File: config.mk
export PLATFORM = sky130hd
export DESIGN_NAME = hostPort
export DESIGN_NICKNAME = d
export VERILOG_FILES = /design/src/bpcuPkg.sv /design/src/hostPort.sv
export SDC_FILE = /design/constraint.sdc
export NUM_CORES = 1
export LEC_CHECK = 0
export BUFFER_PORTS_ARGS = -buffer_cell sky130_fd_sc_hd__buf_2
export CORE_UTILIZATION = 37
export DETAILED_ROUTE_END_ITERATION = 16
export MAX_ROUTING_LAYER = met4
export PLACE_DENSITY = 0.84
export SYNTH_ARGS = -nofsm -noshare
export SYNTH_HDL_FRONTEND = slang
export SYNTH_SLANG_ARGS = --single-unit
File: constraint.sdc
create_clock -name gclk -period 1.87 [get_ports gclk]
set_input_delay 0.0935 -clock gclk [delete_from_list [all_inputs] [get_ports gclk]]
set_output_delay 0.0935 -clock gclk [all_outputs]
set_load 0.02 [all_outputs]
File: src/bpcuPkg.sv
// Shared opcodes, condition codes, APB address map and bus/pipeline types for the front end
`default_nettype none

package bpcuPkg;

   // Instruction memory geometry, word addressed
   localparam int progAddrW = 8;
   localparam int progDepth = 1 << progAddrW;

   // Branch class and halt opcodes, MicroBlaze major opcode field
   localparam logic [5:0] opBr   = 6'o46;
   localparam logic [5:0] opBrI  = 6'o56;
   localparam logic [5:0] opBcc  = 6'o47;
   localparam logic [5:0] opBccI = 6'o57;
   localparam logic [5:0] opRtd  = 6'o55;
   localparam logic [5:0] opHalt = 6'o77;

   // BCC condition codes carried in rd[2:0]
   // Codes 6 and 7 are never taken
   localparam logic [2:0] ccEq = 3'd0;
   localparam logic [2:0] ccNe = 3'd1;
   localparam logic [2:0] ccLt = 3'd2;
   localparam logic [2:0] ccLe = 3'd3;
   localparam logic [2:0] ccGt = 3'd4;
   localparam logic [2:0] ccGe = 3'd5;

   // APB byte address map
   localparam logic [15:0] addrMemBase = 16'h0000;
   localparam logic [15:0] addrRegBase = 16'h1000;
   localparam logic [15:0] addrCtrl    = 16'h2000;
   localparam logic [15:0] addrCount   = 16'h2004;

   // Register form, second source in rb
   typedef struct packed {
      logic [5:0]  opcode;
      logic [4:0]  rd;
      logic [4:0]  ra;
      logic [4:0]  rb;
      logic [10:0] unused;
   } instrTypeA;

   // Immediate form, 16-bit signed offset
   typedef struct packed {
      logic [5:0]         opcode;
      logic [4:0]         rd;
      logic [4:0]         ra;
      logic signed [15:0] imm;
   } instrTypeB;

   // Opcode bit 3 picks the view
   typedef union packed {
      instrTypeA typeA;
      instrTypeB typeB;
   } instrWord;

   typedef struct packed {
      logic        psel;
      logic        penable;
      logic        pwrite;
      logic [15:0] paddr;
      logic [31:0] pwdata;
   } apbReq;

   typedef struct packed {
      logic [31:0] prdata;
      logic        pready;
      logic        pslverr;
   } apbRsp;

   // Instruction sitting in execute, tagged with its word address
   typedef struct packed {
      logic                 valid;
      logic [progAddrW-1:0] pc;
      instrWord             word;
   } execInstr;

   typedef struct packed {
      logic [progAddrW-1:0] pc;
      logic [5:0]           opcode;
      logic                 taken;
      logic                 delayed;
      logic [progAddrW-1:0] nextPc;
   } traceEntry;

endpackage

`default_nettype wire

File: src/hostPort.sv
// APB slave that loads memory and registers, owns run/halted and counts retired instructions
`default_nettype none
`timescale 1ns/1ps

module hostPort (
   input  wire                              gclk,
   input  wire                              grst,
   input  wire  bpcuPkg::apbReq             apb,
   output bpcuPkg::apbRsp                   apbRsp,
   output logic                             memWrEn,
   output logic [bpcuPkg::progAddrW-1:0]    memWrAddr,
   output logic [31:0]                      memWrData,
   output logic                             regWrEn,
   output logic [4:0]                       regWrAddr,
   output logic [31:0]                      regWrData,
   output logic [4:0]                       regRdAddr,
   input  wire  [31:0]                      regRdData,
   output logic                             run,
   output logic                             start,
   input  wire                              halt,
   input  wire                              retire
);

   logic        access;
   logic        wrAcc;
   logic        memHit;
   logic        regHit;
   logic        ctrlHit;
   logic        countHit;
   logic        halted;
   logic [31:0] retired;

   // Access phase, zero wait states
   assign access = apb.psel & apb.penable;
   assign wrAcc  = access & apb.pwrite;

   // Address decode, 1 KB of program words, 128 B of registers
   assign memHit   = apb.paddr[15:10] == bpcuPkg::addrMemBase[15:10];
   assign regHit   = apb.paddr[15:7] == bpcuPkg::addrRegBase[15:7];
   assign ctrlHit  = apb.paddr == bpcuPkg::addrCtrl;
   assign countHit = apb.paddr == bpcuPkg::addrCount;

   // Loads are only accepted while stopped
   assign memWrEn   = wrAcc & memHit & ~run;
   assign memWrAddr = apb.paddr[bpcuPkg::progAddrW+1:2];
   assign memWrData = apb.pwdata;
   assign regWrEn   = wrAcc & regHit & ~run;
   assign regWrAddr = apb.paddr[6:2];
   assign regWrData = apb.pwdata;
   assign regRdAddr = apb.paddr[6:2];

   // One-cycle start pulse, fetch PC goes to 0 on this edge
   assign start = wrAcc & ctrlHit & apb.pwdata[0];

   always_ff @(posedge gclk) begin
      if (grst) begin
         run     <= 1'b0;
         halted  <= 1'b0;
         retired <= 32'd0;
      end else begin
         // Host write beats a halt in the same cycle
         if (wrAcc && ctrlHit) begin
            run <= apb.pwdata[0];
            if (apb.pwdata[0]) begin
               halted <= 1'b0;
            end
         end else if (halt) begin
            run    <= 1'b0;
            halted <= 1'b1;
         end
         if (start) begin
            retired <= 32'd0;
         end else if (retire) begin
            retired <= retired + 32'd1;
         end
      end
   end

   // Read data and error response
   always_comb begin
      apbRsp.pready  = 1'b1;
      apbRsp.pslverr = 1'b0;
      apbRsp.prdata  = 32'd0;
      if (memHit) begin
         // Program memory is write only, and locked while running
         apbRsp.pslverr = access & (~apb.pwrite | run);
      end else if (regHit) begin
         apbRsp.prdata  = regRdData;
         apbRsp.pslverr = wrAcc & run;
      end else if (ctrlHit) begin
         apbRsp.prdata = {30'd0, halted, run};
      end else if (countHit) begin
         apbRsp.prdata = retired;
      end else begin
         apbRsp.pslverr = access;
      end
   end

endmodule

`default_nettype wire

* After elaboration in Yosys (flattened, before gate mapping) *
Cells that the tools add are included.

word-level totals
  register bits after elaboration = 34
  input bits = 87
  output and inout port bits = 120
  logic and storage cells = 39

operators by class
  $add $sub $neg = 1
  eq/ne operators = 4
  multiplexer cells = 13
  bitwise logic cells = 13
  reduce and logical (&&, ||, !) cells = 5

operators by type and width
  cell                     number
  $mux W32                 4
  $add A32 B1 Y32 const B  1
  $eq A16 B14 Y1 const B   2
  $and A1 B1 Y1            10
  $eq A9 B6 Y1 const B     1
  $mux W1                  9
  $logic_not A6 Y1         1
  $ne A2 B2 Y1 const B     1
  $not A1 Y1               2
  $reduce_and A2 Y1        1
  $reduce_bool A2 Y1       1
  $reduce_or A2 Y1         1
  $logic_and A1 B1 Y1      1
  $or A1 B1 Y1             1

* Longest topological paths before layout *
  depth in word-level cells = 5
  depth in mapped cells = 6
  mapped depth without buffers = 5

* Worst setup path after synthesis *
No wires, ideal clock.

  kind = register to register
  from = reg retired[7]
  to = reg retired[31]
  setup time = 0.066 ns
  data arrival time = 1.875 ns
  data required time = 1.804 ns
  slack = -0.071 ns
  cell stages (with the launch flop) = 7
  buffers on the path = 2
  period minus slack after synthesis = 1.941 ns
  cells stage by stage = dfxtp_1 clkbuf_1 nand4_1 or4_4 buf_6 or4_4 a21oi_2

on the way
  cells in the longest elaborated chain, start to end = 1

ends and longest elaborated chain
  item                    line            text
  start, declared         hostPort.sv:31  logic [31:0] retired;
  start signal, assigned  hostPort.sv:74  retired <= retired + 32'd1;
  $add A32 B1 Y32         hostPort.sv:74

No other way between the ends.
A chain may end at the register's enable or synchronous reset.

==> impl_metrics.tcl <==
set metrics [dict create \
    drv_slew 0 \
    syn_inst 341 \
    violations "negative setup slack" \
    syn-cell-area_mm2 0.00280 \
    holdWs_ps 128 \
    critPathRequiredTime_ps 1780 \
    grt_max_degree 33 \
    cts_buffers 5 \
    outcome "finished, violations left" \
    yosys-top-cells-area "dfxtp_1, buf_4, a22o_1" \
    synthTopCellsByCount "buf_4, dfxtp_1, a22o_1" \
    ys_seq_area_frac 0.243 \
    use_met1 0.225 \
    root_buffer "clkbuf_8" \
    min_from "halt" \
    synth_top_area_share 0.243 \
    die_h_um 88.9 \
    fin_nets 507 \
    post_drt_wl_per_cell_um 17.7 \
    hold_depth 3 \
    ys_warn_count 0 \
    antenna_left 0 \
    pin_count 207 \
    start_kind "primary input" \
    ys_ff_latch 34 \
    avgSynthCellArea_um2 8.20 \
    rsz0062_at_grt "yes" \
    rr_startpoint "retired[0]" \
    final_layout_size_suffix_gt1_frac 0.604 \
    viasPerCell 5.59 \
    finalHoldViolations 0 \
    clkTransAtPathRegs_ps 70 \
    clockBufferDepth 2 \
    dieWidth_um 88.9 \
    drt_iter0_drc 154 \
    worstSetupPathType "in -> out" \
    use_met3 0.0379 \
    synth_nets 429 \
    cap_violations 0 \
    vdd_drop_max_v 0.000228 \
    antenna_found_initial 0 \
    gr-max-usage-layer "met2" \
    r2r-end "retired[29]" \
    regArea_um2 688 \
    arrival_ps 1980 \
    h-tree-depth 2 \
    synthArstFlopShare 0 \
    use_met2 0.366 \
    finalWirelength_um 9180 \
    cts.sinks 34 \
    grt_pass1_vias 2490 \
    multiInputGateArea_mm2 0.00173 \
    yosysMostFrequentCell "buf_4" \
    place_area_mm2 0.00320 \
    dr.pass1.iters 7 \
    drc 0 \
    rr_worst_depth 5 \
    portBuffers 112 \
    fillers 636 \
    max_freq_ghz 0.483 \
    synth_edf_count 0 \
    p_leak_uw 0.00161 \
    fin_skew_ps 8.07 \
    cts_tree "yes" \
    worstSkewPairLatency_ps 290 \
    place_ws_ps -243 \
    die-area_mm2 0.00791 \
    hold_end "halted" \
    end_kind "output port" \
    period_share 1.11 \
    coreArea_mm2 0.00729 \
    min_period_ps 2070 \
    vias 2898 \
    pwr_density_cell_mw_per_mm2 384 \
    hold_class "in -> reg" \
    setup_ws_ps -200 \
    rrSetupSlack_ps -50 \
    setup_violations 66 \
    synth_cell_types 38 \
    area_delta_synth_final_pct 42.3 \
    gr-usage-all-layers 0.200 \
    start_util 0.383 \
    fp-row-count 31 \
    dp_hpwl_um 5650 \
    synth_top_area_cell "dfxtp_1" \
    place_congestion 0.812 \
    grt_first_pass_wirelength_um 11900 \
    synth_ff_type "dfxtp_1" \
    antenna_cells 0 \
    fin_tns_setup_ps -7180 \
    fin_area_mm2 0.00398 \
    overflow 0 \
    worstPathMaxFanout 10 \
]
## metal layers
layer / up-vias / part of all wire / wire length [um]
met2: 183 / 0.54 / 4930
met5: - / 0 / 0
li1: 1317 / - / -
met3: 29 / 0.075 / 687
met4: 0 / 0.021 / 196
met1: 1369 / 0.37 / 3370
## how the worst max path moves through the flow
stage	start	to	slack (ps)	depth (start not counted)
floorplan	apb[42]	apbRsp[2]	-60	4
global placement	apb[42]	apbRsp[18]	-230	7
detailed placement	apb[42]	run	-240	6
CTS	apb[44]	apbRsp[27]	-200	8
global route	apb[47]	apbRsp[27]	-250	8
finish	apb[47]	apbRsp[31]	-200	8
## through the flow
| stage | total power [uW] | utilization | std cells |
|---|---|---|---|
| floorplan | 1060 | - | 341 |
| global placement | 942 | 0.439 | 492 |
| detailed placement | 949 | 0.439 | 492 |
| CTS | 1480 | 0.495 | 512 |
| global route | 1580 | 0.546 | 518 |
| finish | 1530 | 0.546 | 518 |
## what timing repair did
action | 4_1_cts | 5_1_grt
gates resized for setup | 65 | 73
pin swaps | 17 | 27
cloned | 2 | 4
hold buffers | 1 | 0
buffers inserted | 11 | 2
endpoints found under the setup margin | 42 | 70
hold endpoints to repair | 2 | 0
## cells by family (layout without fill, tap and decap cells)
| family | Yosys count | after routing | synth area share |
|---|---|---|---|
| other cells | 1 | 1 | 0.00134 |
| simple gates | 101 | 102 | 0.223 |
| fa+ha+maj | 1 | 1 | 0.00447 |
| mux | 1 | 1 | 0.00358 |
| flops | 34 | 34 | 0.243 |
| compound gates | 80 | 80 | 0.205 |
| xor+xnor | 12 | 12 | 0.0376 |
| buf+inv | 111 | 188 | 0.281 |
## cell type report
class                      instances  area share
clock buffer                       5      0.0173
sequential                        34       0.173
multi-input combinational        197       0.436
clock inverter                     2     0.00252
tap                               99      0.0311
timing repair buffer             173       0.333
inverter                           8     0.00755
## state kept, by name, indices dropped and copies added, names as in the netlist
name     cells
retired     32
halted       1
run          1
## cells in the final DEF (no fill, tap or decap), types with 2 or more instances in the layout
| master | synthesis | final |
|---|---|---|
| a22o_1 | 30 | 18 |
| and4_1 | 5 | 5 |
| a21oi_2 | 1 | 19 |
| o31ai_1 | 13 | 10 |
| clkbuf_8 | 0 | 5 |
| nor2_1 | 15 | 3 |
| dfxtp_4 | 0 | 2 |
| a21oi_1 | 20 | 2 |
| buf_12 | 0 | 3 |
| or2_4 | 0 | 2 |
| o21ai_0 | 11 | 9 |
| buf_2 | 1 | 82 |
| xnor2_1 | 7 | 7 |
| and3_1 | 2 | 2 |
| nor2_4 | 1 | 13 |
| buf_4 | 84 | 49 |
| buf_6 | 7 | 34 |
| and2_1 | 2 | 2 |
| nor3_1 | 5 | 3 |
| nand2_1 | 9 | 9 |
| or3_1 | 11 | 8 |
| xor2_1 | 5 | 5 |
| nand4_1 | 12 | 12 |
| clkinv_2 | 0 | 2 |
| or4_4 | 3 | 9 |
| a22o_4 | 0 | 12 |
| or3_4 | 0 | 3 |
| clkbuf_16 | 0 | 2 |
| nand3_1 | 13 | 13 |
| inv_1 | 8 | 7 |
| or4_1 | 15 | 10 |
| o31ai_2 | 0 | 3 |
| dfxtp_1 | 34 | 32 |
## worst max-delay path, cell delays in order
cell and delay, ps:
buf_6 90, or4_4 530, or4_4 590, nor2_4 150
buf_12 130, buf_12 120, a22o_1 150, buf_6 120
## power breakdown
part	total, uW	internal (uW)	leakage (uW)	switching [uW]
clock network	520	250	0.0000438	270
registers	739	730	0.000276	8.80
logic	270	132	0.00129	138
total	1530	1110	0.00161	417
Power figures use the tool's default switching activity.
