$ cat config.mk
export PLATFORM = sky130hd
export DESIGN_NAME = fetchDecode
export DESIGN_NICKNAME = d
export VERILOG_FILES = /design/src/bpcuPkg.sv /design/src/fetchDecode.sv
export SDC_FILE = /design/constraint.sdc
export NUM_CORES = 1
export LEC_CHECK = 0
export BUFFER_PORTS_ARGS = -buffer_cell sky130_fd_sc_hd__buf_2
export CORE_MARGIN = 2
export CORE_UTILIZATION = 31
export CTS_CLUSTER_DIAMETER = 200
export DETAILED_ROUTE_END_ITERATION = 6
export PLACE_DENSITY = 0.74
export REMOVE_ABC_BUFFERS = 1
export SYNTH_ARGS = -nofsm -noshare
export SYNTH_HDL_FRONTEND = slang
export SYNTH_SLANG_ARGS = --single-unit
$ cat constraint.sdc
create_clock -name gclk -period 1.3 [get_ports gclk]
set_input_delay 0.065 -clock gclk [delete_from_list [all_inputs] [get_ports gclk]]
set_output_delay 0.065 -clock gclk [all_outputs]
set_load 0.01 [all_outputs]
$ cat src/bpcuPkg.sv
// Shared opcodes, condition codes, APB address map and bus/pipeline types for the front end
`default_nettype none

package bpcuPkg;

   // Instruction memory geometry, word addressed
   localparam int progAddrW = 8;
   localparam int progDepth = 1 << progAddrW;

   // Branch class and halt opcodes, MicroBlaze major opcode field
   localparam logic [5:0] opBr   = 6'o46;
   localparam logic [5:0] opBrI  = 6'o56;
   localparam logic [5:0] opBcc  = 6'o47;
   localparam logic [5:0] opBccI = 6'o57;
   localparam logic [5:0] opRtd  = 6'o55;
   localparam logic [5:0] opHalt = 6'o77;

   // BCC condition codes carried in rd[2:0]
   // Codes 6 and 7 are never taken
   localparam logic [2:0] ccEq = 3'd0;
   localparam logic [2:0] ccNe = 3'd1;
   localparam logic [2:0] ccLt = 3'd2;
   localparam logic [2:0] ccLe = 3'd3;
   localparam logic [2:0] ccGt = 3'd4;
   localparam logic [2:0] ccGe = 3'd5;

   // APB byte address map
   localparam logic [15:0] addrMemBase = 16'h0000;
   localparam logic [15:0] addrRegBase = 16'h1000;
   localparam logic [15:0] addrCtrl    = 16'h2000;
   localparam logic [15:0] addrCount   = 16'h2004;

   // Register form, second source in rb
   typedef struct packed {
      logic [5:0]  opcode;
      logic [4:0]  rd;
      logic [4:0]  ra;
      logic [4:0]  rb;
      logic [10:0] unused;
   } instrTypeA;

   // Immediate form, 16-bit signed offset
   typedef struct packed {
      logic [5:0]         opcode;
      logic [4:0]         rd;
      logic [4:0]         ra;
      logic signed [15:0] imm;
   } instrTypeB;

   // Opcode bit 3 picks the view
   typedef union packed {
      instrTypeA typeA;
      instrTypeB typeB;
   } instrWord;

   typedef struct packed {
      logic        psel;
      logic        penable;
      logic        pwrite;
      logic [15:0] paddr;
      logic [31:0] pwdata;
   } apbReq;

   typedef struct packed {
      logic [31:0] prdata;
      logic        pready;
      logic        pslverr;
   } apbRsp;

   // Instruction sitting in execute, tagged with its word address
   typedef struct packed {
      logic                 valid;
      logic [progAddrW-1:0] pc;
      instrWord             word;
   } execInstr;

   typedef struct packed {
      logic [progAddrW-1:0] pc;
      logic [5:0]           opcode;
      logic                 taken;
      logic                 delayed;
      logic [progAddrW-1:0] nextPc;
   } traceEntry;

endpackage

`default_nettype wire

$ cat src/fetchDecode.sv
// Fetch PC and the fetch-to-execute hand-off, tagging each returned word with its address
`default_nettype none
`timescale 1ns/1ps

module fetchDecode (
   input  wire                              gclk,
   input  wire                              grst,
   input  wire                              run,
   input  wire                              start,
   input  wire                              redirect,
   input  wire  [bpcuPkg::progAddrW-1:0]    redirectPc,
   input  wire                              squash,
   output logic [bpcuPkg::progAddrW-1:0]    fetchAddr,
   input  wire  bpcuPkg::instrWord          fetchWord,
   output bpcuPkg::execInstr                exec
);

   // Address and validity of the word now coming out of memory
   logic [bpcuPkg::progAddrW-1:0] tagPc;
   logic                          tagValid;

   // Fetch PC
   // Start wins, then a taken branch, else sequential
   // Holds while stopped
   always_ff @(posedge gclk) begin
      if (grst) begin
         fetchAddr <= '0;
      end else if (start) begin
         fetchAddr <= '0;
      end else if (run) begin
         fetchAddr <= redirect ? redirectPc : fetchAddr + 1'b1;
      end
   end

   // Tag tracks the memory read latency
   // A fetch issued while stopped, during start or under squash is dead
   always_ff @(posedge gclk) begin
      if (grst) begin
         tagValid <= 1'b0;
      end else begin
         tagValid <= run & ~start & ~squash;
      end
   end

   always_ff @(posedge gclk) begin
      tagPc <= fetchAddr;
   end

   // Execute stage sees the memory output register directly
   always_comb begin
      exec.valid = tagValid & run;
      exec.pc    = tagPc;
      exec.word  = fetchWord;
   end

endmodule

`default_nettype wire

# --- Word level (Yosys, flattened, before mapping) ---
# Cells that the tools add are included.
totals:
  register_bits: 17
  out_inout_bits: 49
  word_cells: 11
classes:
  muxes: 1
  n_bitwise: 5
  addsub: 1
  n_reduce_logical: 1
ops:
  columns: ["cell", "n"]
  rows:
  - ["8-bit by 1-bit adder with 8-bit output, second input constant", 1]
  - ["8-bit two-way mux", 1]
  - ["1-bit AND", 3]
  - ["1-bit NOT", 2]
  - ["2-bit OR reduction", 1]

# --- Logic depth before layout (Yosys ltp) ---
# Gate-level depths: netlist of the first run.
logic_depth:
  depth_word: 3
  ltp_mapped: 5
  mapped_depth_nobuf: 4

# --- Worst setup path before layout of the first run ---
# Ideal clock, no wire load.
synth_timing:
  path_type: "register to register"
  startpoint: "reg fetchAddr[0] (netlist name)"
  endpoint: "reg fetchAddr[4] (netlist name)"
  t_arrival_ps: 1377
  period_less_slack_ps: 1451
  path_stages_with_launch: 5
  slack_ps: -151
  required_ps: 1226
  setup_time_ps: 74
  cell_sequence: "dfxtp_1 -> ha_1 -> nand3_1 -> or4b_1 -> a31oi_1"
synth_between:
  elab_chain_len: 2
synth_lines:
  columns: ["item", "line_no", "text"]
  rows:
  - ["from (decl)", "fetchDecode.sv:13", "output logic [bpcuPkg::progAddrW-1:0] fetchAddr,"]
  - ["from (signal assigned)", "fetchDecode.sv:31", "fetchAddr <= redirect ? redirectPc : fetchAddr + 1'b1;"]
  - ["8-bit by 1-bit adder with 8-bit output", "fetchDecode.sv:31", null]
  - ["8-bit two-way mux", "fetchDecode.sv:31", null]
# Every way passes these cells.
# A chain may end at the register's enable or synchronous reset.

# --- Worst setup path after layout of the first run ---
layout_timing:
  startpoint: "reg fetchAddr[1] (netlist name)"
  endpoint: "reg fetchAddr[3] (netlist name)"
# The elaborated chain is that of the path after synthesis.

==> results of run 1 <==
Yosys cell counts (all sizes together):
| cell | n | area [um2] |
|---|---|---|
| nor3b | 1 | 7.510 |
| nand4 | 1 | 12.51 |
| a211oi | 1 | 7.510 |
| ha | 1 | 12.51 |
| o2111ai | 2 | 17.52 |
| clkbuf | 1 | 3.750 |
| a21oi | 1 | 5.000 |
| and2 | 2 | 12.51 |
| dfxtp | 17 | 340.3 |
| o21ai | 3 | 15.01 |
| o21a | 2 | 16.27 |
| nand2b | 1 | 6.260 |
| nor2 | 3 | 11.26 |
| nand2 | 5 | 18.77 |
| o211ai | 3 | 22.52 |
| a31oi | 5 | 31.28 |
| inv | 2 | 7.510 |
| or4b | 2 | 20.02 |
| o41a | 2 | 22.52 |
| mux2i | 1 | 10.01 |
| or2 | 1 | 6.260 |
| nand3 | 7 | 35.03 |
| nor2b | 3 | 18.77 |
| buf | 34 | 250.2 |
| nand3b | 2 | 15.01 |
| or4 | 1 | 7.510 |
logic make-up after synthesis:
logic type,Yosys count
buf+inv,37
compound gates,19
simple gates,29
flops,17
fa+ha+maj,1
mux,1
flip-flops by register name, summed over array words and instances, names as in the netlist:
register and count:
fetchAddr 8, tagPc 8, tagValid 1
metal layers:
metal | up-vias | wire (um)
met3 | 2 | 663
li1 | 359 | -
met2 | 60 | 1155
met5 | - | 0
met1 | 360 | 1329
met4 | 0 | 16
through the flow:
| stage | instance area, um2 | hold slack (ns) |
|---|---|---|
| finish | 1054 | 0.09513 |
| global route | 1054 | 0.1128 |
| CTS | 999.7 | 0.09509 |
| detailed placement | 943.4 | 0.1301 |
| global placement | 943.4 | 0.1301 |
| floorplan | 679.4 | 0.1300 |
tightest hold or removal path, cell delays in order:
cell      delay (ns)
buf_2           0.10
mux2i_1         0.12
a211oi_1        0.08
path summary, 6_finish.rpt:
path                                                 from                         to  slack, ns  cells past startpoint
worst max-delay path            fetchAddr[1]$_SDFFE_PP0P_  fetchAddr[3]$_SDFFE_PP0P_      -0.04                      4
worst min-delay path                        redirectPc[1]  fetchAddr[1]$_SDFFE_PP0P_        0.1                      3
worst max register to register  fetchAddr[1]$_SDFFE_PP0P_  fetchAddr[3]$_SDFFE_PP0P_      -0.04                      4
worst min register to register  fetchAddr[7]$_SDFFE_PP0P_           tagPc[7]$_DFF_P_       0.40                      0
cell type report:
type / count / area (um2)
repair buffers: 44 / 265.3
flip-flops and latches: 17 / 344.1
inverters: 2 / 7.507
fillers: 294 / 1752
multi-input cells: 50 / 371.6
clock buffers: 4 / 26.28
well taps: 31 / 38.79
what timing repair did:
| action | CTS | global route |
|---|---|---|
| setup endpoints to repair | 2 | 4 |
| hold buffers | 1 | 0 |
| endpoints found under the hold margin | 1 | 0 |
| resized for setup | 5 | 7 |
| pin swaps | 3 | 2 |
| buffers inserted | 0 | 3 |
report_power, final:
part | switching, W | internal (W)
sequential | 0.0000116 | 0.000536
clock | 0.000175 | 0.000120
combinational | 0.0000654 | 0.0000649
total | 0.000252 | 0.000721
==> impl_metrics.env, run 1 <==
export IMPL_period_share=1.029
export IMPL_status="finished, violations left"
export IMPL_port_buffers=30
export IMPL_drtAntennaViolNets=0
export IMPL_layout_drive_gt1_share=0.4872
export IMPL_synth_xor_area_frac=0
export IMPL_final_util=0.3756
export IMPL_worstPathRequired_ns=1.53
export IMPL_vias_per_cell=5.277
export IMPL_place_ws_ns=-0.04449
export IMPL_p_leak_nw=0.4611
export IMPL_slew_headroom=0.7172
export IMPL_antenna_found_initial=0
export IMPL_gp_congestion=0.7860
export IMPL_finalCriticalPeriod_ns=1.337
export IMPL_cts_tree="done"
export IMPL_syn_to_final_growth_pct=12.87
export IMPL_dieArea_um2=3466
export IMPL_hp_class="in2reg"
export IMPL_startpoint_type="register"
export IMPL_busiest_layer="met1"
export IMPL_cap_viol_max_count=0
export IMPL_path_cells="buf_6 -> nand3_4 -> or4b_4 -> a31oi_2"
export IMPL_cpMaxStageDelayCell="or4b_4"
export IMPL_yosysUniqueCellTypes=29
export IMPL_setup_viol=2
export IMPL_clk_latency_ns=0.30
export IMPL_rsz0062_at_grt="yes"
export IMPL_die_h_um=58.87
export IMPL_cts_made_buffers=3
export IMPL_grt_usage=0.1761
export IMPL_synth_compound_area_frac=0.1475
export IMPL_syn_area_um2=933.4
export IMPL_num_rows=19
export IMPL_ys_seq_area_frac=0.3646
export IMPL_grt_pass1_vias=721
export IMPL_cp_end_kind="register"
export IMPL_power_density_nw_per_um2=923.4
export IMPL_grtUsageMet3=0.1802
export IMPL_critPathMaxStageDelay_ns=0.52
export IMPL_root_buffer="clkbuf_4"
export IMPL_synth_top_family_by_area="buffers and inverters"
export IMPL_synth_fa_ha_area_frac=0.01340
export IMPL_grt_pass1_wl_um=4298
export IMPL_crit_buf_inv=1
export IMPL_stdcell_count=148
export IMPL_critPathKind="reg2reg"
export IMPL_final_cell_mix="buf_2, dfxtp_1, buf_4"
export IMPL_cts_clk_slew_worst_paths_ns=0.11
export IMPL_io_pin_count=95
export IMPL_routed_wl_um=3164
export IMPL_synth_cells=104
export IMPL_yosysWarningCount=0
export IMPL_slew_violations=0
export IMPL_post_drt_wl_per_cell_um=21.38
export IMPL_setup_ws_ns=-0.03720
export IMPL_drt_iter0_markers=40
export IMPL_ir_worst_vdd_v=0.0003322
export IMPL_diodes=0
export IMPL_syn_avg_cell_area_um2=8.975
export IMPL_arrival_ns=1.57
export IMPL_violations="DRC, setup timing"
export IMPL_grt_overflow_total=0
export IMPL_synthMuxAreaShare=0.01072
export IMPL_via_count=781
export IMPL_drc_errors=4
export IMPL_fmax_mhz=747.8
export IMPL_grt_met1_usage=0.2332
export IMPL_fin_setup_tns_ns=-0.04671
export IMPL_fin_skew_ns=0.007987
export IMPL_p_total_w=0.0009728
export IMPL_layout_nets=165
export IMPL_cts_buffer_depth=2
export IMPL_dp_cells=140
export IMPL_synth_seq_cells=17
export IMPL_grtUsageMet2=0.1778
export IMPL_worst_slew_pin_slew_ns=0.4226
export IMPL_dp_hpwl_um=2377
export IMPL_final_common_cell="buf_2"
export IMPL_cts_sinks=17
export IMPL_die_w_um=58.87
export IMPL_crit_family="simple AND/OR/NAND/NOR gates"
export IMPL_grt_max_degree=14
export IMPL_h_tree_depth=1
export IMPL_cp_max_fo=4
export IMPL_drt_pass1_iterations=7
export IMPL_synthSimpleGateAreaFrac=0.1836
export IMPL_core_area_um2=2805
export IMPL_initial_utilization=0.3327
export IMPL_hold_violations=0
Power figures use the tool's default switching activity.
==> run 2: changes to the inputs <==
--- a/config.mk
+++ b/config.mk
@@ -12,6 +12,7 @@
 export DETAILED_ROUTE_END_ITERATION = 6
 export PLACE_DENSITY = 0.74
 export REMOVE_ABC_BUFFERS = 1
+export SKIP_LAST_GASP = 1
 export SYNTH_ARGS = -nofsm -noshare
 export SYNTH_HDL_FRONTEND = slang
 export SYNTH_SLANG_ARGS = --single-unit
==> run 2 against run 1 <==
- the run still ends with DRC, setup timing left
- clock skew fell by 0.0012 ns
- clock-buffer cell count unchanged
- flip-flop and latch count is the same
- maximum frequency hardly changed
- critical path type unchanged
- critical endpoint is now fetchAddr[4]$_SDFFE_PP0P_
- largest cell class unchanged
==> impl_metrics.env, run 2 (synthesized netlist as in run 1, its figures left out) <==
export IMPL_critPathMaxStageDelay_ns=0.50
export IMPL_arrival_ns=1.57
export IMPL_io_pin_count=95
export IMPL_hold_violations=0
export IMPL_finalCriticalPeriod_ns=1.337
export IMPL_num_rows=19
export IMPL_post_drt_wl_per_cell_um=21.16
export IMPL_root_buffer="clkbuf_4"
export IMPL_grt_pass1_vias=721
export IMPL_power_density_nw_per_um2=940.5
export IMPL_startpoint_type="register"
export IMPL_cts_clk_slew_worst_paths_ns=0.10
export IMPL_cts_made_buffers=3
export IMPL_die_w_um=58.87
export IMPL_dp_hpwl_um=2377
export IMPL_layout_nets=165
export IMPL_ir_worst_vdd_v=0.0003312
export IMPL_critPathKind="reg2reg"
export IMPL_dieArea_um2=3466
export IMPL_hold_ws_ns=0.08525
export IMPL_p_total_w=0.0009744
export IMPL_routed_wl_um=3132
export IMPL_status="finished, violations left"
export IMPL_drt_pass1_iterations=6
export IMPL_gp_congestion=0.7860
export IMPL_cts_tree="done"
export IMPL_final_cell_mix="buf_2, dfxtp_1, buf_4"
export IMPL_switching_share=0.2605
export IMPL_core_area_um2=2805
export IMPL_slew_headroom=0.7184
export IMPL_setup_viol=1
export IMPL_p_leak_nw=0.4592
export IMPL_stdcell_count=148
export IMPL_cap_viol_max_count=0
export IMPL_syn_to_final_growth_pct=10.99
export IMPL_grt_usage=0.1761
export IMPL_p_int_w=0.0007206
export IMPL_clockPowerShare=0.307
export IMPL_vias_per_cell=5.365
export IMPL_initial_utilization=0.3327
export IMPL_die_h_um=58.87
export IMPL_grt_overflow_total=0
export IMPL_slew_violations=0
export IMPL_fin_area_um2=1036
export IMPL_ff2ff_setup_slack_ns=-0.04
export IMPL_pwr_share_seq=0.562
export IMPL_rsz0062_at_grt="yes"
export IMPL_placedInstanceArea_um2=943.4
export IMPL_drtAntennaViolNets=0
export IMPL_grt_pass1_wl_um=4298
export IMPL_fin_skew_ns=0.006834
export IMPL_grt_max_degree=14
export IMPL_worstPathRequired_ns=1.53
export IMPL_final_util=0.3693
export IMPL_cts_buffer_depth=2
export IMPL_via_count=794
export IMPL_drt_iter0_markers=25
export IMPL_worst_slew_pin_slew_ns=0.4209
export IMPL_cp_max_fo=3
export IMPL_port_buffers=30
export IMPL_layout_drive_gt1_share=0.4701
export IMPL_period_share=1.029
export IMPL_cpMaxStageDelayCell="or4b_1"
export IMPL_p_sw_w=0.0002538
export IMPL_drc_errors=5
export IMPL_violations="DRC, setup timing"
export IMPL_antenna_found_initial=0
export IMPL_cp_end_kind="register"
export IMPL_top_regs="fetchAddr: 8 flops, tagPc: 8 flops, tagValid: 1 flops"
export IMPL_dp_cells=140
export IMPL_fmax_mhz=747.9
export IMPL_setup_ws_ns=-0.03714
export IMPL_p_comb_frac=0.131
export IMPL_hp_class="in2reg"
export IMPL_h_tree_depth=1
export IMPL_final_common_cell="buf_2"
export IMPL_path_cells="ha_4 -> nand3_2 -> or4b_1 -> a31oi_1"
export IMPL_diodes=0
export IMPL_clk_latency_ns=0.30
export IMPL_cts_sinks=17
[run 2: cell counts in the layout (fill, tap and decap cells not counted)]
No cell type changed its count.
[run 2: repair_timing]
item / CTS / global route
hold endpoints to repair: 1 / 0
setup endpoints to repair: 2 / 4
buffers inserted: 0 / 3
resized for setup: 5 / 4
pin swaps: 1 / 3
hold buffers: 1 / 0
[run 2: worst paths after layout]
| path | start | end | cells after the start |
|---|---|---|---|
| setup / recovery | fetchAddr[0]$_SDFFE_PP0P_ | fetchAddr[4]$_SDFFE_PP0P_ | 4 |
| hold / removal | grst | fetchAddr[2]$_SDFFE_PP0P_ | 3 |
| setup reg to reg | fetchAddr[0]$_SDFFE_PP0P_ | fetchAddr[4]$_SDFFE_PP0P_ | 4 |
| hold reg to reg | fetchAddr[7]$_SDFFE_PP0P_ | tagPc[7]$_DFF_P_ | 0 |
[run 2: worst max-delay path, delay by kind of cell (launching register included)]
family	cells	cell delay, ns
flip-flops	1	0.38
AND/OR/NAND/NOR	2	0.61
adder cells (fa/ha/maj)	1	0.15
AO/OA/AOI/OAI	1	0.14
[run 2: per-stage QoR]
stage / TNS (ns) / setup WS [ns]
final: -0.03714 / -0.03714
after detailed placement: -0.04449 / -0.04449
after CTS: -0.01272 / -0.007328
after floorplan: -0.2186 / -0.1519
after global routing: -0.1884 / -0.06993
after global placement: 0 / 0.02859
[run 2: area by class of cell]
type / instances / area, um2
fill: 298 / 1769
multi-input combinational: 50 / 354.1
sequential: 17 / 344.1
timing repair buffer: 44 / 265.3
tap: 31 / 38.79
clock buffer: 4 / 26.28
inverter: 2 / 7.507
[run 2: metal layers]
metal | wire length, um | part of all wire | GRT usage
met1 | 1323 | 0.42 | 0.2332
met2 | 1096 | 0.35 | 0.1778
met3 | 694 | 0.22 | 0.1802
met4 | 18 | 0.0057 | 0.04545
met5 | 0 | 0 | 0.09524
[run 2: power by group through the flow]
stage               sequential (W)  combinational, W  clock [W]
floorplan                 0.000566         0.0000355          0
global placement          0.000556          0.000113          0
detailed placement        0.000557          0.000116          0
CTS                       0.000547          0.000120   0.000302
global route              0.000549          0.000141   0.000322
finish                    0.000547          0.000128   0.000299
