**config.mk**
```make
export PLATFORM = sky130hd
export DESIGN_NAME = branchPcUnit
export DESIGN_NICKNAME = d
export VERILOG_FILES = /design/src/bpcuPkg.sv /design/src/branchPcUnit.sv
export SDC_FILE = /design/constraint.sdc
export NUM_CORES = 1
export LEC_CHECK = 0
export BUFFER_PORTS_ARGS = -buffer_cell sky130_fd_sc_hd__buf_4
export CELL_PAD_IN_SITES_DETAIL_PLACEMENT = 0
export CELL_PAD_IN_SITES_GLOBAL_PLACEMENT = 1
export CORE_ASPECT_RATIO = 0.8
export CORE_UTILIZATION = 21
export DETAILED_ROUTE_END_ITERATION = 6
export PLACE_DENSITY_LB_ADDON = 0.1
export SLEW_MARGIN = 10
export SYNTH_ARGS = -nofsm -noshare
export SYNTH_HDL_FRONTEND = slang
export SYNTH_SLANG_ARGS = --single-unit
```
**constraint.sdc**
```tcl
create_clock -name gclk -period 2.6 [get_ports gclk]
set_input_delay 0.13 -clock gclk [delete_from_list [all_inputs] [get_ports gclk]]
set_output_delay 0.13 -clock gclk [all_outputs]
set_load 0.01 [all_outputs]
```
**src/bpcuPkg.sv**
```systemverilog
// Shared opcodes, condition codes, APB address map and bus/pipeline types for the front end
`default_nettype none

package bpcuPkg;

   // Instruction memory geometry, word addressed
   localparam int progAddrW = 8;
   localparam int progDepth = 1 << progAddrW;

   // Branch class and halt opcodes, MicroBlaze major opcode field
   localparam logic [5:0] opBr   = 6'o46;
   localparam logic [5:0] opBrI  = 6'o56;
   localparam logic [5:0] opBcc  = 6'o47;
   localparam logic [5:0] opBccI = 6'o57;
   localparam logic [5:0] opRtd  = 6'o55;
   localparam logic [5:0] opHalt = 6'o77;

   // BCC condition codes carried in rd[2:0]
   // Codes 6 and 7 are never taken
   localparam logic [2:0] ccEq = 3'd0;
   localparam logic [2:0] ccNe = 3'd1;
   localparam logic [2:0] ccLt = 3'd2;
   localparam logic [2:0] ccLe = 3'd3;
   localparam logic [2:0] ccGt = 3'd4;
   localparam logic [2:0] ccGe = 3'd5;

   // APB byte address map
   localparam logic [15:0] addrMemBase = 16'h0000;
   localparam logic [15:0] addrRegBase = 16'h1000;
   localparam logic [15:0] addrCtrl    = 16'h2000;
   localparam logic [15:0] addrCount   = 16'h2004;

   // Register form, second source in rb
   typedef struct packed {
      logic [5:0]  opcode;
      logic [4:0]  rd;
      logic [4:0]  ra;
      logic [4:0]  rb;
      logic [10:0] unused;
   } instrTypeA;

   // Immediate form, 16-bit signed offset
   typedef struct packed {
      logic [5:0]         opcode;
      logic [4:0]         rd;
      logic [4:0]         ra;
      logic signed [15:0] imm;
   } instrTypeB;

   // Opcode bit 3 picks the view
   typedef union packed {
      instrTypeA typeA;
      instrTypeB typeB;
   } instrWord;

   typedef struct packed {
      logic        psel;
      logic        penable;
      logic        pwrite;
      logic [15:0] paddr;
      logic [31:0] pwdata;
   } apbReq;

   typedef struct packed {
      logic [31:0] prdata;
      logic        pready;
      logic        pslverr;
   } apbRsp;

   // Instruction sitting in execute, tagged with its word address
   typedef struct packed {
      logic                 valid;
      logic [progAddrW-1:0] pc;
      instrWord             word;
   } execInstr;

   typedef struct packed {
      logic [progAddrW-1:0] pc;
      logic [5:0]           opcode;
      logic                 taken;
      logic                 delayed;
      logic [progAddrW-1:0] nextPc;
   } traceEntry;

endpackage

`default_nettype wire

```
**src/branchPcUnit.sv**
```systemverilog
// Branch resolution in execute, next-PC selection, delay-slot squash and the retire trace
`default_nettype none
`timescale 1ns/1ps

module branchPcUnit (
   input  wire                              gclk,
   input  wire                              grst,
   input  wire                              run,
   input  wire  bpcuPkg::execInstr          exec,
   output logic [4:0]                       regRdAddrA,
   output logic [4:0]                       regRdAddrB,
   input  wire  [31:0]                      regA,
   input  wire  [31:0]                      regB,
   output logic                             redirect,
   output logic [bpcuPkg::progAddrW-1:0]    redirectPc,
   output logic                             squash,
   output logic                             halt,
   output logic                             retire,
   output logic                             traceValid,
   output bpcuPkg::traceEntry               trace
);

   bpcuPkg::instrWord             word;
   logic [5:0]                    opcode;
   logic                          active;
   logic                          isBr;
   logic                          isBcc;
   logic                          isRtd;
   logic                          isHalt;
   logic                          regAZero;
   logic                          regANeg;
   logic                          ccTaken;
   logic                          taken;
   logic                          delayed;
   logic [31:0]                   base;
   logic [31:0]                   offset;
   logic [31:0]                   targetSum;
   logic [bpcuPkg::progAddrW-1:0] target;
   logic [bpcuPkg::progAddrW-1:0] seqPc;

   assign word   = exec.word;
   assign opcode = word.typeA.opcode;

   // Slot behind a retired HALT is still in flight, keep it out
   assign active = exec.valid & run & ~halt;

   // Branch class decode
   assign isBr   = (opcode == bpcuPkg::opBr) | (opcode == bpcuPkg::opBrI);
   assign isBcc  = (opcode == bpcuPkg::opBcc) | (opcode == bpcuPkg::opBccI);
   assign isRtd  = opcode == bpcuPkg::opRtd;
   assign isHalt = opcode == bpcuPkg::opHalt;

   // Register fields sit at the same place in both views
   assign regRdAddrA = word.typeA.ra;
   assign regRdAddrB = word.typeA.rb;

   // regA tested signed against zero
   assign regAZero = regA == 32'd0;
   assign regANeg  = regA[31];

   always_comb begin
      case (word.typeA.rd[2:0])
         bpcuPkg::ccEq: ccTaken = regAZero;
         bpcuPkg::ccNe: ccTaken = ~regAZero;
         bpcuPkg::ccLt: ccTaken = regANeg;
         bpcuPkg::ccLe: ccTaken = regANeg | regAZero;
         bpcuPkg::ccGt: ccTaken = ~(regANeg | regAZero);
         bpcuPkg::ccGe: ccTaken = ~regANeg;
         default:       ccTaken = 1'b0;
      endcase
   end

   assign taken = isBr | isRtd | (isBcc & ccTaken);

   // Delay flag: ra[4] for BR, rd[4] for BCC, RTD always delays
   assign delayed = (isBr & word.typeA.ra[4]) | (isBcc & word.typeA.rd[4]) | isRtd;

   // Target base is the branch PC, or regA for RTD
   assign base = isRtd ? regA : {{(32 - bpcuPkg::progAddrW){1'b0}}, exec.pc};

   // Opcode bit 3 selects immediate form over register form
   assign offset = opcode[3] ? {{16{word.typeB.imm[15]}}, word.typeB.imm} : regB;

   // Wraps within the memory depth
   assign targetSum = base + offset;
   assign target    = targetSum[bpcuPkg::progAddrW-1:0];
   assign seqPc     = exec.pc + 1'b1;

   // Redirect fetch now, and kill the slot unless it is a delay slot
   assign redirect   = active & taken;
   assign redirectPc = target;
   assign squash     = redirect & ~delayed;

   // Trace and halt are registered, one cycle after execute
   always_ff @(posedge gclk) begin
      if (grst) begin
         traceValid <= 1'b0;
         halt       <= 1'b0;
      end else begin
         traceValid <= active;
         halt       <= active & isHalt;
      end
   end

   // Next in program order is the target only when nothing sits in a delay slot
   always_ff @(posedge gclk) begin
      trace.pc      <= exec.pc;
      trace.opcode  <= opcode;
      trace.taken   <= taken;
      trace.delayed <= delayed;
      trace.nextPc  <= (taken & ~delayed) ? target : seqPc;
   end

   // Every traced instruction retires
   assign retire = traceValid;

endmodule

`default_nettype wire

```
== Word level (Yosys, flattened, before mapping) ==
Cells that the tools add are included.

* Register bits: 26
* Input port bits: 108
* Logic and storage cells: 47

* Add/subtract/negate cells: 2
* Bitwise logic cells: 21
* Reductions and logical operators: 2
* Mux-type cells: 4
* Equality and inequality tests: 11

{| class="wikitable"
|+ Operators by type and width
! operator !! number
|-
| == test 6 bit, second input constant || 6
|-
| zero test 32 bit || 1
|-
| two-way mux 8 bit || 3
|-
| bitwise AND 1 bit || 9
|-
| adder 8 x 1 -> 8 bit, second input constant || 1
|-
| adder 8 bit || 1
|-
| bitwise OR 1 bit || 7
|-
| == test 3 x 2 -> 1 bit, second input constant || 2
|-
| == test 3 bit, second input constant || 2
|-
| one-hot mux 1 bit (6 select lines) || 1
|-
| NOT 1 bit || 5
|-
| == test 3 x 1 -> 1 bit, second input constant || 1
|-
| zero test 3 bit || 1
|}

== Longest topological paths before layout ==
Gate-level depths: netlist of the first run.

* Depth in word-level cells: 8
* Depth in mapped cells: 14
* Depth with buffers taken out: 12

== Worst setup path before layout of the first run ==
No wires, ideal clock.

* Kind: in2reg
* From: input port exec[29] in the netlist's numbering
* To: register trace[7] in the netlist's numbering
* Cell stages on the path: 12
* Slack: -0.063 ns
* Library setup time: 0.121 ns
* Data required time: 2.479 ns
* Data arrival time: 2.543 ns
* Buffers on the path: 2
* Path through: buf_6 -> nand4_1 -> or3_4 -> clkbuf_1 -> mux2_2 -> ha_1 -> a21o_1 -> nand4_1 -> nand3_1 -> o41ai_1 -> xnor2_1 -> mux2_2

* Elaborated cells on any way between the ends: 20
* Those cells by class: add/sub (1); eq/ne (5); mux (3); bitwise (11)

{| class="wikitable"
|+ RTL lines
! item !! line !! text
|-
| start, declared || branchPcUnit.sv:9 || <nowiki>input wire bpcuPkg::execInstr exec,</nowiki>
|-
| == test 6 bit || branchPcUnit.sv:50 || <nowiki>assign isRtd = opcode == bpcuPkg::opRtd;</nowiki>
|-
| two-way mux 8 bit || branchPcUnit.sv:79 || <nowiki>assign base = isRtd ? regA : {{(32 - bpcuPkg::progAddrW){1'b0}}, exec.pc};</nowiki>
|-
| adder 8 bit * || branchPcUnit.sv:85 || <nowiki>assign targetSum = base + offset;</nowiki>
|-
| via redirectPc (one bit) || branchPcUnit.sv:15 || <nowiki>output logic [bpcuPkg::progAddrW-1:0] redirectPc,</nowiki>
|-
| two-way mux 8 bit * || branchPcUnit.sv:111 || <nowiki>trace.nextPc <= (taken & ~delayed) ? target : seqPc;</nowiki>
|-
| end, declared || branchPcUnit.sv:20 || <nowiki>output bpcuPkg::traceEntry trace</nowiki>
|}

Mark *: on every way through the listed nets, which the timed path passes. The rest lies on a longest branch.
A chain may end at the register's enable or synchronous reset.

== Worst setup path in the final report of the first run ==
* From: input port exec[26] in the netlist's numbering
* To: output port redirectPc[7] in the netlist's numbering

* Longest elaborated chain between the ends: 3

{| class="wikitable"
|+ RTL lines
! item !! line
|-
| == test 6 bit || branchPcUnit.sv:50
|-
| two-way mux 8 bit || branchPcUnit.sv:79
|-
| adder 8 bit || branchPcUnit.sv:85
|-
| end, declared || branchPcUnit.sv:15
|}

Every way passes these cells.

==> impl_metrics.toml, run 1 <==
[synth]
syn_inst = 150
async_reset_ff_share_pct = 0
synth_area_leader_cell = "dfxtp_1"
synth_edf_count = 0
ys_seq_elements = 26
yosys-top-cells-count = "dfxtp_1, mux2_2, buf_4"
yosysMostFrequentCell = "dfxtp_1"
synth.distinct_cells = 33
synth.area.top_cells = "dfxtp_1, mux2_2, ha_1, buf_4, xnor2_1"
avgSynthCellArea_um2 = 10.0
syn_area_um2 = 1500
syn_nets = 267
ys_warn_count = 0
synth_ff_type = "dfxtp_1"
synth_seq_area_share_pct = 34.7
synth.top_cell.area_share_pct = 34.7

[floorplan]
rows = 27
die_y_um = 77.6
initial_utilization_pct = 21.8
dieWidth_um = 96.5
pin_count = 155
design.die.area_um2 = 7490
core_area_um2 = 6890

[placement]
dpl_cell_area_um2 = 2390
placed_cells = 340
portBuffers = 108
dp_hpwl_um = 4010
place_congestion = 0.774

[layout]
areaGrowthSynthToFinish_pct = 76.9
layout.nets = 386
stdcell_area_um2 = 2660
instances_no_fill = 355
drive_gt1_share_pct = 58.2
antennaDiodeCount = 0

[worst_setup_path]
crit_path_end_kind = "output pin"
required_ns = 2.47
critPathArrivalTime_ns = 2.34
reg2regPathDepth = 2
critPathLaunchType = "input port"
cp_max_fo = 6
r2r_end = "halt$_SDFF_PP0_"
r2r-start = "halt$_SDFF_PP0_"
r2r_setup_slack_ns = 1.74
worstSetupPathType = "in -> out"
cp-startpoint = "exec[26]"

[timing]
rsz0062_at_grt = "false"
fin_setup_tns_ns = 0
period_share_pct = 95.1
setup_viol = 0
drv_slew = 0
tightest_slew_ns = 0.469
hold_violations = 0
fin_crit_ns = 2.47
fmax_mhz = 405
worst_slew_margin_rel_pct = 68.4
skew_ns = 0.0000948

[clock_network]
cts_tree = "built"
clk_pin_slew_worst_paths_ns = 0.09
htreeDepth = 1
cts_sinks = 26
cts-root-buf = "clkbuf_8"
clk_path_buf_depth = 2
cts_buffers = 3
worstSkewPairLatency_ns = 0.27

[global_routing]
grt_max_degree = 16
grt_pass1_vias = 1464
antenna_found_initial = 0
grt-ovfl-total = 0
groute.usage.overall_pct = 12.9
grt_pass1_wl_um = 7390

[drt]
drtPass1Iterations = 4
post_drt_wl_per_cell_um = 13.6
drtIter0Drc = 26
drc = 0
ant_nets = 0
via_per_inst = 4.22
wirelength_um = 4840
num_vias = 1497

[worst_hold_path]
holdPathStages = 2
worstHoldStart = "exec[31]"
hold_class = "in -> reg"
holdPathEnd = "trace[15]$_DFF_P_"

[job]
cap_violations = 0

[power_and_ir_drop]
leakagePower_nw = 1.25
peakVddDrop_mv = 0.253
p_per_area_nw_per_um2 = 449

[run_status]
status = "finished, final reports clean"
-- cells by family (layout without fill, tap and decap cells) --
family | after synthesis | after routing | share of synthesized area (%)
AOI/OAI and AO/OA | 12 | 12 | 5.58
muxes | 27 | 27 | 19.8
adders and majority gates | 9 | 9 | 8.00
and+or+nand+nor | 45 | 45 | 16.9
DFF | 26 | 26 | 34.7
buffers and inverters | 19 | 137 | 8.00
xor gates and xnor gates | 12 | 12 | 7.00
-- critical path, cell delays in order --
cell     delay [ns]
buf_4          0.09
nand4_1        0.09
or3_4          0.39
buf_4          0.17
buf_4          0.15
mux2_2         0.27
ha_1           0.36
nor3_1         0.07
nor2_1         0.18
o41ai_4        0.13
xnor2_2        0.16
buf_4          0.14
-- sequential cells by signal, summed over array words and instances (netlist names) --
name    cells
retire      1
halt        1
trace      24
-- where the power goes --
| part | switching, mW | internal [mW] |
|---|---|---|
| Clock | 0.133 | 0.206 |
| Combinational | 0.179 | 0.246 |
| Sequential | 0.00669 | 0.422 |
| Total | 0.319 | 0.874 |
-- per-layer routing --
metal  GRT usage (%)  up-vias  share of wire, %
li1                -      770                 -
met1            17.4      655                47
met2            20.8       58                44
met3            3.63       14               7.5
met4            1.62        0               1.2
met5               0        -                 0
-- what timing repair did --
action	in CTS	in global routing
cloned	0	0
pin swaps	1	8
setup endpoints to repair	1	3
setup buffers	2	0
resized for setup	2	12
hold endpoints to repair	9	1
hold buffers	9	1
-- how the worst max path moves through the flow --
stage                        to  slack (ns)  depth (start not counted)
2_1_floorplan  trace[6]$_DFF_P_       0.001                         14
3_3_place_gp      redirectPc[6]       -0.01                         13
3_5_place_dp      redirectPc[6]       -0.02                         13
4_1_cts           redirectPc[7]       -0.03                         11
5_1_grt           redirectPc[7]      0.0008                         12
6_report          redirectPc[7]        0.13                         12
-- placed cells by master (no fill, tap or decap), types with 3 or more instances in the layout --
cell type	n
ha_4	3
nor2_1	8
xor2_1	4
nand2_1	4
nor4_1	9
xnor2_1	6
dfxtp_1	26
ha_1	5
clkbuf_8	3
dlygate4sd3_1	10
nand3_1	7
buf_4	117
nor3_1	3
nand4_1	4
mux2i_1	5
mux2_2	21
inv_1	5
-- metrics by stage --
stage          worst slack [ns]  power (mW)  utilization, %  hold WS, ns
2_1_floorplan           0.00127       0.623               -        0.158
3_3_place_gp            -0.0144       0.829            34.7        0.259
3_5_place_dp            -0.0194       0.826            34.7        0.257
4_1_cts                 -0.0252        1.18            37.3      0.00491
5_1_grt                0.000832        1.28            38.5       0.0375
6_report                  0.128        1.19            38.5       0.0620
-- final cells by class --
cell class                      instances  area [um^2]
Multi-Input combinational cell        105          955
Clock inverter                          1         30.0
Sequential cell                        26          520
Fill cell                             728         4240
Clock buffer                            3         41.3
Inverter                                6         22.5
Tap cell                               87          109
Timing Repair Buffer                  127          978
Power figures use the tool's default switching activity.
==> run 2, diff against run 1 <==
CORE_ASPECT_RATIO = unset   (was 0.8)
MAX_ROUTING_LAYER = met4   (was unset)
==> run 2 against run 1 <==
Compared with the run above: largest cell class unchanged; critical endpoint unchanged; power down 3.3%; clock-buffer cell count is 1 higher; global-route usage up 0.33 points; utilization rose by 1.5 points; sequential power about the same; via count up 4.2%; sequential share of layout area down 0.59 points; highest routed layer unchanged; cell area increased by 3.1%.
==> impl_metrics.toml, run 2 (synthesized netlist as in run 1, its figures left out) <==
[floorplan]
core_area_um2 = 6830
die_y_um = 86.6
design.die.area_um2 = 7490
initial_utilization_pct = 22.0
dieWidth_um = 86.6
pin_count = 155
rows = 30

[worst_setup_path]
r2r-start = "halt$_SDFF_PP0_"
cp_max_fo = 4
r2r_setup_slack_ns = 1.74
critPathLaunchType = "input port"
required_ns = 2.47
crit_path_end_kind = "output pin"
critPathArrivalTime_ns = 2.46
r2r_end = "halt$_SDFF_PP0_"
worstSetupPathType = "in -> out"
reg2regPathDepth = 2

[layout]
drive_gt1_share_pct = 58.9
instances_no_fill = 371
layout.nets = 393
largest_reg_flops = 24
top_register = "trace"
stdcell_area_um2 = 2740
final_cell_mix = "buf_4, dfxtp_1, mux2_2"
final_common_cell = "buf_4"
antennaDiodeCount = 0
areaGrowthSynthToFinish_pct = 82.4

[power_and_ir_drop]
peakVddDrop_mv = 0.147
p_per_area_nw_per_um2 = 421
leakagePower_nw = 1.28

[clock_network]
worstSkewPairLatency_ns = 0.27
cts_buffers = 3
cts_sinks = 26
cts-root-buf = "clkbuf_8"
htreeDepth = 1
clk_pin_slew_worst_paths_ns = 0.09
cts_tree = "built"
clk_path_buf_depth = 2

[timing]
period_share_pct = 99.8
layout_setup_ws_ns = 0.00527
worst_slew_margin_rel_pct = 71.5
tightest_slew_ns = 0.426
fin_setup_tns_ns = 0
drv_slew = 0
rsz0062_at_grt = "true"
skew_ns = 0.0000648
hold_violations = 0
setup_viol = 0
hold-worst-slack_ns = 0.0741
fmax_mhz = 385
fin_crit_ns = 2.59

[global_routing]
antenna_found_initial = 0
groute.usage.overall_pct = 13.3
grt-ovfl-total = 0
grt_pass1_vias = 1476
grt_pass1_wl_um = 7410
met2_usage_pct = 22.1
busiest_layer = "met2"
grt_util_met3_pct = 1.52
met1_usage_pct = 17.3
grt_max_degree = 15

[drt]
num_vias = 1560
via_per_inst = 4.20
wirelength_um = 5030
drc = 0
post_drt_wl_per_cell_um = 13.5
ant_nets = 0
drtPass1Iterations = 4
drtIter0Drc = 29

[job]
cap_violations = 0

[placement]
dp_hpwl_um = 3950
placed_cells = 349
portBuffers = 108
place_congestion = 0.745
dpl_cell_area_um2 = 2400
place_ws_ns = 0.0262

[worst_hold_path]
holdPathEnd = "trace[0]$_DFF_P_"
holdPathStages = 2
worstHoldStart = "exec[32]"
hold_class = "in -> reg"

[run_status]
status = "finished, final reports clean"
-- run 2: worst max path at each step --
stage                     cells after the start  startpoint                to
after floorplan                              14    exec[29]  trace[6]$_DFF_P_
after global placement                       13    exec[31]     redirectPc[6]
after detailed placement                     13    exec[31]     redirectPc[6]
after CTS                                    10    exec[34]     redirectPc[6]
after global routing                         11    exec[26]     redirectPc[7]
final                                        11    exec[26]     redirectPc[7]
-- run 2: report_power, final --
part / switching [mW] / leakage (nW) / internal, mW
clock network: 0.138 / 0.0288 / 0.136
logic: 0.185 / 1.03 / 0.266
registers: 0.00733 / 0.218 / 0.422
-- run 2: final cells by class --
class | count | area [um^2]
Sequential cell | 26 | 520
Inverter | 6 | 22.5
Timing Repair Buffer | 134 | 1060
Fill cell | 703 | 4090
Multi-Input combinational cell | 105 | 962
Tap cell | 96 | 120
Clock buffer | 4 | 55.1
-- run 2: repair_timing --
item	CTS	global route
hold endpoints to repair	13	0
buffers inserted	0	6
resized for setup	0	20
endpoints found under the setup margin	0	3
hold buffers	12	0
-- run 2: layer usage --
| metal | routed length, um | vias up | share of wire (%) |
|---|---|---|---|
| li1 | - | 783 | - |
| met1 | 2370 | 703 | 47 |
| met2 | 2380 | 68 | 47 |
| met3 | 252 | 6 | 5.0 |
| met4 | 32 | 0 | 0.64 |
| met5 | 0 | - | 0 |
-- run 2: through the flow --
step	utilization (%)	total power [mW]
6_report	40.1	1.15
5_1_grt	40.1	1.23
4_1_cts	37.7	1.13
3_5_place_dp	35.2	0.827
3_3_place_gp	35.2	0.831
2_1_floorplan	-	0.623
-- run 2: critical path, cell delays in order --
cell and delay, ns:
buf_6 0.07, nand4_1 0.12, or3_4 0.45, mux2_4 0.34, ha_4 0.21, a21o_1 0.17, nand4_1 0.09, nand3_2 0.13
o41ai_4 0.40, xnor2_1 0.18, buf_4 0.15
